File: config.mk
export PLATFORM = sky130hd
export DESIGN_NAME = cache_ctrl
export DESIGN_NICKNAME = d
export VERILOG_FILES = /design/src/cache_pkg.sv /design/src/mem_pkg.sv /design/src/cache_ctrl.sv
export VERILOG_INCLUDE_DIRS = /design/src /design/src/src
export SDC_FILE = /design/constraint.sdc
export NUM_CORES = 1
export LEC_CHECK = 0
export BUFFER_PORTS_ARGS = -buffer_cell sky130_fd_sc_hd__buf_2
export CAP_MARGIN = 20
export CORE_ASPECT_RATIO = 1.2
export CORE_MARGIN = 3
export CORE_UTILIZATION = 47
export DETAILED_ROUTE_END_ITERATION = 8
export HOLD_SLACK_MARGIN = 0.05
export MAX_ROUTING_LAYER = met4
export PLACE_DENSITY = 0.95
export SKIP_CTS_REPAIR_TIMING = 1
export SLEW_MARGIN = 20
export SYNTH_ARGS = -nofsm -noshare
export SYNTH_HDL_FRONTEND = slang
export SYNTH_SLANG_ARGS = --single-unit
File: constraint.sdc
create_clock -name clk -period 7.31 [get_ports clk]
set_input_delay 0.731 -clock clk [delete_from_list [all_inputs] [get_ports clk]]
set_output_delay 0.731 -clock clk [all_outputs]
set_load 0.02 [all_outputs]
File: src/cache_defines.svh
`ifndef CACHE_DEFINES_SVH
`define CACHE_DEFINES_SVH

// cache geometry, two ways are implied by the array and not a macro
`define CACHE_SETS 64

// words of 16 bits in one cache block
`define CACHE_WORDS 8

// tag bits left over from a 16-bit byte address after set and offset
`define TAG_BITS 6

// cycles from a memory request strobe to its response strobe
`define MEM_LATENCY 4

// size of the word-addressed main memory
`define MEM_WORDS 32768

`endif

File: src/cache_pkg.sv
package cache_pkg;

   `include "cache_defines.svh"

   // field widths of the two address views, both add up to 16 bits
   localparam int SET_BITS  = $clog2(`CACHE_SETS);
   localparam int OFS_BITS  = 16 - `TAG_BITS - SET_BITS;
   localparam int WORD_BITS = $clog2(`CACHE_WORDS);
   localparam int BLK_BITS  = 16 - WORD_BITS - 1;

   // how the cache array sees a byte address
   typedef struct packed {
      logic [`TAG_BITS-1:0] tag;
      logic [SET_BITS-1:0]  set;
      logic [OFS_BITS-1:0]  offset;
   } cache_fields_t;

   // how main memory sees the same address, block number then word then byte
   typedef struct packed {
      logic [BLK_BITS-1:0]  block;
      logic [WORD_BITS-1:0] word;
      logic                 byte_sel;
   } mem_fields_t;

   // one address word, decoded either way depending on who looks at it
   typedef union packed {
      cache_fields_t c;
      mem_fields_t   m;
   } cache_addr_u;

   // metadata byte kept per way, the lru field of way 0 is the set's lru bit
   typedef struct packed {
      logic                 lru;
      logic                 valid;
      logic [`TAG_BITS-1:0] tag;
   } meta_t;

   typedef struct packed {
      logic        we;
      cache_addr_u addr;
      logic [15:0] wdata;
   } cpu_req_t;

   typedef struct packed {
      logic [15:0] rdata;
      logic        hit;
   } cpu_rsp_t;

endpackage

File: src/mem_pkg.sv
package mem_pkg;

   `include "cache_defines.svh"

   // word address width of main memory
   localparam int ADDR_W = $clog2(`MEM_WORDS);

   // one request into main memory, reads ignore wdata
   typedef struct packed {
      logic              we;
      logic [ADDR_W-1:0] addr;
      logic [15:0]       wdata;
   } mem_req_t;

   // one returned word, a write returns the word it stored
   typedef struct packed {
      logic [ADDR_W-1:0] addr;
      logic [15:0]       rdata;
   } mem_rsp_t;

endpackage

File: src/cache_ctrl.sv
`timescale 1ns/1ps
`include "cache_defines.svh"

module cache_ctrl import cache_pkg::*, mem_pkg::*; (
   input  logic        clk,
   input  logic        arst_n,
   input  logic        req_valid,
   input  cpu_req_t    req,
   input  logic        hit,
   input  logic [15:0] rdata,
   input  logic        mem_rsp_valid,
   input  mem_rsp_t    mem_rsp,
   output logic        busy,
   output logic        rsp_valid,
   output cpu_rsp_t    rsp,
   output cache_addr_u addr,
   output logic        word_wr,
   output logic [15:0] word_wdata,
   output logic        fill_wr,
   output logic [2:0]  fill_word,
   output logic [15:0] fill_wdata,
   output logic        tag_wr,
   output logic        mem_req_valid,
   output mem_req_t    mem_req
);

   localparam logic [WORD_BITS-1:0] LAST_WORD = WORD_BITS'(`CACHE_WORDS - 1);

   typedef enum logic [2:0] {
      S_IDLE, S_LOOKUP, S_ISSUE, S_WAIT, S_TAG, S_WWAIT
   } state_t;

   state_t               state_q;
   cpu_req_t             req_q;
   logic                 refilled_q;
   logic                 hit_q;
   logic [WORD_BITS-1:0] issue_q;
   logic [WORD_BITS-1:0] fill_cnt_q;
   logic [15:0]          word_q;
   logic [WORD_BITS-1:0] rd_word;
   logic                 last_fill;

   // the eighth returned word closes the refill
   assign last_fill = mem_rsp_valid && (fill_cnt_q == LAST_WORD);

   always_ff @(posedge clk or negedge arst_n) begin
      if (!arst_n) begin
         state_q    <= S_IDLE;
         req_q      <= '0;
         refilled_q <= 1'b0;
         hit_q      <= 1'b0;
         issue_q    <= '0;
         fill_cnt_q <= '0;
      end else begin
         case (state_q)
            S_IDLE: begin
               if (req_valid) begin
                  req_q      <= req;
                  refilled_q <= 1'b0;
                  state_q    <= S_LOOKUP;
               end
            end
            S_LOOKUP: begin
               hit_q <= hit;
               if (req_q.we) begin
                  state_q <= S_WWAIT;
               end else if (refilled_q || hit) begin
                  state_q <= S_IDLE;
               end else begin
                  // word 0 goes out this cycle, the rest follow back to back
                  issue_q    <= WORD_BITS'(1);
                  fill_cnt_q <= '0;
                  state_q    <= S_ISSUE;
               end
            end
            S_ISSUE: begin
               issue_q <= issue_q + 1'b1;
               if (issue_q == LAST_WORD) begin
                  state_q <= S_WAIT;
               end
            end
            S_WAIT: begin
               if (last_fill) begin
                  state_q <= S_TAG;
               end
            end
            S_TAG: begin
               // go back through lookup to answer with the captured word
               refilled_q <= 1'b1;
               state_q    <= S_LOOKUP;
            end
            S_WWAIT: begin
               if (mem_rsp_valid) begin
                  state_q <= S_IDLE;
               end
            end
            default: state_q <= S_IDLE;
         endcase
         if (fill_wr) begin
            fill_cnt_q <= fill_cnt_q + 1'b1;
         end
      end
   end

   // keep the requested word as it streams past during the refill
   always_ff @(posedge clk) begin
      if (fill_wr && (fill_word == req_q.addr.m.word)) begin
         word_q <= fill_wdata;
      end
   end

   assign busy       = (state_q != S_IDLE);
   assign addr       = req_q.addr;
   assign word_wr    = (state_q == S_LOOKUP) && req_q.we && hit;
   assign word_wdata = req_q.wdata;
   assign fill_wr    = mem_rsp_valid && ((state_q == S_ISSUE) || (state_q == S_WAIT));
   assign fill_word  = mem_rsp.addr[WORD_BITS-1:0];
   assign fill_wdata = mem_rsp.rdata;
   assign tag_wr     = (state_q == S_TAG);
   assign rd_word    = (state_q == S_ISSUE) ? issue_q : '0;

   always_comb begin
      mem_req_valid = 1'b0;
      mem_req.we    = req_q.we;
      mem_req.wdata = req_q.wdata;
      mem_req.addr  = {req_q.addr.m.block, rd_word};
      if (state_q == S_LOOKUP) begin
         // write-through forwards every write, hit or not
         if (req_q.we) begin
            mem_req_valid = 1'b1;
            mem_req.addr  = {req_q.addr.m.block, req_q.addr.m.word};
         end else if (!refilled_q && !hit) begin
            mem_req_valid = 1'b1;
         end
      end else if (state_q == S_ISSUE) begin
         mem_req_valid = 1'b1;
      end
   end

   always_comb begin
      rsp_valid = 1'b0;
      rsp       = '0;
      if ((state_q == S_LOOKUP) && !req_q.we) begin
         if (refilled_q) begin
            rsp_valid = 1'b1;
            rsp.rdata = word_q;
         end else if (hit) begin
            rsp_valid = 1'b1;
            rsp.rdata = rdata;
            rsp.hit   = 1'b1;
         end
      end else if ((state_q == S_WWAIT) && mem_rsp_valid) begin
         // the memory echoes the written word, hit comes from the lookup cycle
         rsp_valid = 1'b1;
         rsp.rdata = mem_rsp.rdata;
         rsp.hit   = hit_q;
      end
   end

   // a response closes the busy window, so the cycle after it is idle again
   rsp_in_busy_a: assert property (@(posedge clk) disable iff (!arst_n)
      rsp_valid |-> busy ##1 !busy);

endmodule

# Word level (Yosys, flattened, before mapping)

Cells that the tools add are included.

Word-level logic and storage cells: 82
Output and inout bits: 106
Register bits after elaboration: 60

Muxes and demuxes: 32
Reductions and logical operators: 23
Equal/unequal tests: 16
$add $sub $neg: 2

Operators with widths:

| kind                | number |
|---|---|
| $mux 17             | 3 |
| $mux 3              | 14 |
| $pmux 3 s6          | 1 |
| $mux 16             | 1 |
| $ne 2x2->1 const B  | 8 |
| $eq 3x3->1 const B  | 4 |
| $mux 1              | 10 |
| $logic_and 1x1->1   | 8 |
| $add 3x1->3 const B | 2 |
| $eq 3x2->1 const B  | 2 |
| $pmux 3 s2          | 1 |
| $reduce_and 3->1    | 2 |
| $reduce_bool 2->1   | 3 |
| $reduce_and 2->1    | 2 |
| $reduce_and 4->1    | 1 |
| $eq 3x1->1 const B  | 1 |
| $eq 3x3->1          | 1 |
| $logic_not 1->1     | 3 |
| $logic_not 3->1     | 1 |
| $reduce_bool 3->1   | 1 |
| $logic_or 1x1->1    | 2 |
| $mux 2              | 1 |
| $pmux 1 s2          | 1 |

# Longest topological paths before layout

Depth in word-level cells: 5
Gate-level depth with buffers: 6
Depth with buffers taken out: 5

# Least setup slack after synthesis

OpenSTA, ideal clock, no wires.

Path type: reg2reg
Start: register state_q[1]
End: register word_q[0], enable pin
Period minus slack after synthesis: 3019 ps
Stages on the path, launching flop included: 5
Arrival time: 2589 ps
Slack: 4291 ps
Cell sequence: dfrtp_1 -> buf_2 -> clkbuf_1 -> nand3b_1 -> nor4_1

Cells in the longest elaborated chain, start to end: 4

RTL lines:

| what                   | line              | source |
|---|---|---|
| from (decl)            | cache_ctrl.sv:33  | `state_t state_q;` |
| from (signal assigned) | cache_ctrl.sv:48  | `state_q <= S_IDLE;` |
| from (signal assigned) | cache_ctrl.sv:60  | `state_q <= S_LOOKUP;` |
| from (signal assigned) | cache_ctrl.sv:66  | `state_q <= S_WWAIT;` |
| $eq 3x2->1             | cache_ctrl.sv:116 | `assign fill_wr = mem_rsp_valid && ((state_q == S_ISSUE) \|\| (state_q == S_WAIT));` |
| $logic_or 1x1->1 (*)   | cache_ctrl.sv:116 |  |
| $logic_and 1x1->1 (*)  | cache_ctrl.sv:116 |  |
| $logic_and 1x1->1 (*)  | cache_ctrl.sv:107 | `if (fill_wr && (fill_word == req_q.addr.m.word)) begin` |
| to (signal assigned)   | cache_ctrl.sv:108 | `word_q <= fill_wdata;` |
| to (decl)              | cache_ctrl.sv:39  | `logic [15:0] word_q;` |

Mark *: on every way between the ends. The rest lies on a longest branch, timed or not.
A chain may end at the register's enable or synchronous reset.

==> flow_metrics.tcl <==
set metrics [dict create \
    crit_fanout 20 \
    num_rows 32 \
    fin_crit_sh_pct 45.5 \
    power.leakage_nw 1.94 \
    grt_pass1_vias 2371 \
    cts_tree "done" \
    multi_input_area_sq_um 1150 \
    finClkSkew_ns 0.00660 \
    peakVddDrop_v 0.000251 \
    ant_nets 0 \
    track_usage_pct 18.1 \
    routed_via_density 5.12 \
    path_buf_inv 1 \
    total_power_mw 1.72 \
    dieArea_sq_um 7790 \
    r2r_setup_slack_ns 4.96 \
    die_h_um 96.1 \
    hold_path.class "input pin to async pin" \
    cp-start-kind "register" \
    syn_inst 260 \
    synth_ff_type "dfrtp_1" \
    fillers 562 \
    final_common_cell "buf_2" \
    vias 2456 \
    relSlewSlack_pct 38.6 \
    rsz0062_at_grt "no" \
    nets 479 \
    synth-seq-cells 60 \
    fin_setup_tns_ns 0 \
    crit_type "register to output pin" \
    grt_pass1_wl_um 10500 \
    required_ns 6.58 \
    grt_overflow 0 \
    antenna_found_initial 0 \
    crit_chain "or4b_4, nor3b_4, a221o_2, buf_2" \
    area_delta_synth_final_pct 24.3 \
    post-place-ws_ns 4.34 \
    synth_edf_count 16 \
    finalHoldViolations 0 \
    synth_area_sq_um 3180 \
    outcome "complete, no violations" \
    cp.arrival_ns 2.60 \
    place.gp.congestion 0.764 \
    drc 0 \
    tightest_slew_ns 0.919 \
    dp_hpwl_um 5550 \
    max_freq_ghz 0.300 \
    r2r_cells 3 \
    cpPeakStageDelay_ns 0.69 \
    numCtsBuffers 9 \
    routedWlPerCell_um 15.0 \
    slowest_stage "or4b_4" \
    htree_levels 3 \
    slew_violations 0 \
    start_util_pct 49.0 \
    dr.pass1.iters 4 \
    routed_wl_um 7210 \
    ys_seq_area_share_pct 49.8 \
    synth.avg_cell_area_sq_um 12.2 \
    cp_num_cells 4 \
    mostFrequentLayoutCells "buf_2 (178), dfrtp_1 (44), mux2_2 (33)" \
    regArea_sq_um 1580 \
    core_sq_um 6490 \
    setup_viol 0 \
    clockRootBuffer "clkbuf_8" \
    async_reset_ff_share_pct 73.3 \
    io_buffers 178 \
    setup_ws_ns 3.98 \
    drive_gt1_share_pct 63.5 \
    antenna_cells 0 \
    p_per_area_nw_per_um2 436 \
    io_pins 191 \
    r2r-start "state_q[2]" \
    drt_iter0_drc 101 \
    yosysWarnings 0 \
    crit_family "simple AND/OR/NAND/NOR gates" \
    grt_max_degree 45 \
    clock-sinks 60 \
    r2r-end "word_wdata[15]" \
    fin_crit_ns 3.33 \
    cap_violations 0 \
    die-width_um 81.1 \
    yosysUniqueCellTypes 43 \
    clockBufferDepth 2 \
    clk_pin_slew_ns 0.07 \
    insertion_delay_ns 0.32 \
    end_kind "output pin" \
    syn_nets 349 \
]
-- worst max-delay path by stage --
stage                from        end  slack [ns]
2_1_floorplan  state_q[1]  word_q[0]        4.29
3_3_place_gp   state_q[2]     rsp[6]        4.37
3_5_place_dp   state_q[2]     rsp[9]        4.34
4_1_cts        state_q[2]     rsp[9]        3.98
5_1_grt        state_q[2]    rsp[13]        3.85
6_report       state_q[2]     rsp[9]        3.98
-- sequential cells by signal, indices dropped and copies added (netlist names) --
register and count:
state_q 3, refilled_q 1, addr 16, issue_q 3, word_wdata 16, word_q 16
hit_q 1, mem_req 1, fill_cnt_q 3
-- through the flow --
stage	cells	cell area [sq um]	hold WS (ns)	utilization, %
after floorplan	260	3180	0.435	-
after global placement	463	3750	0.483	57.9
after detailed placement	463	3750	0.498	57.9
after CTS	479	3920	0.504	60.5
after global routing	480	3950	0.378	60.9
final	480	3950	0.372	60.9
-- Yosys cell counts (5+ instances only) --
master / count / share of area (%)
and2_0: 12 / 2.4
mux2_2: 33 / 12
o21ai_0: 8 / 1.3
nor2_1: 5 / 0.59
nand2_1: 10 / 1.2
clkbuf_1: 6 / 0.71
edfxtp_1: 16 / 15
dfrtp_1: 44 / 35
a221o_2: 15 / 5.3
buf_4: 50 / 12
-- area by class of cell --
class	instances	share of cell area, %
inverter	4	0.380
clock inverter	5	0.697
clock buffer	11	3.58
tap	85	2.69
multi-input combinational	135	29.2
timing repair buffer	180	23.4
sequential	60	40.1
-- report_power, final --
part / internal (mW) / switching [mW] / leakage (nW)
logic: 0.353 / 0.526 / 1.18
registers: 0.469 / 0.123 / 0.672
clock network: 0.130 / 0.120 / 0.0889
-- cell families (layout without fill, tap and decap cells) --
group	Yosys count	in the layout	share of synthesized area, %
buf+inv	65	200	14.4
flops	60	60	49.8
simple gates	52	52	10.1
compound gates	40	40	10.6
mux	36	36	12.7
fa+ha+maj	4	4	1.57
xor+xnor	3	3	0.827
-- worst register-to-register path: cells and delay by family (launching register included) --
family | cells | cell delay, ns
muxes | 1 | 0.44
DFF | 1 | 0.57
and+or+nand+nor | 2 | 1.24
-- per-layer routing --
layer	vias up	wire, um	global-route usage (%)
li1	1154	-	-
met1	1152	2630	18.4
met2	139	3750	32.6
met3	11	715	5.06
met4	0	119	7.32
met5	-	0	-
Note: power is estimated with default switching activity, not from simulation.
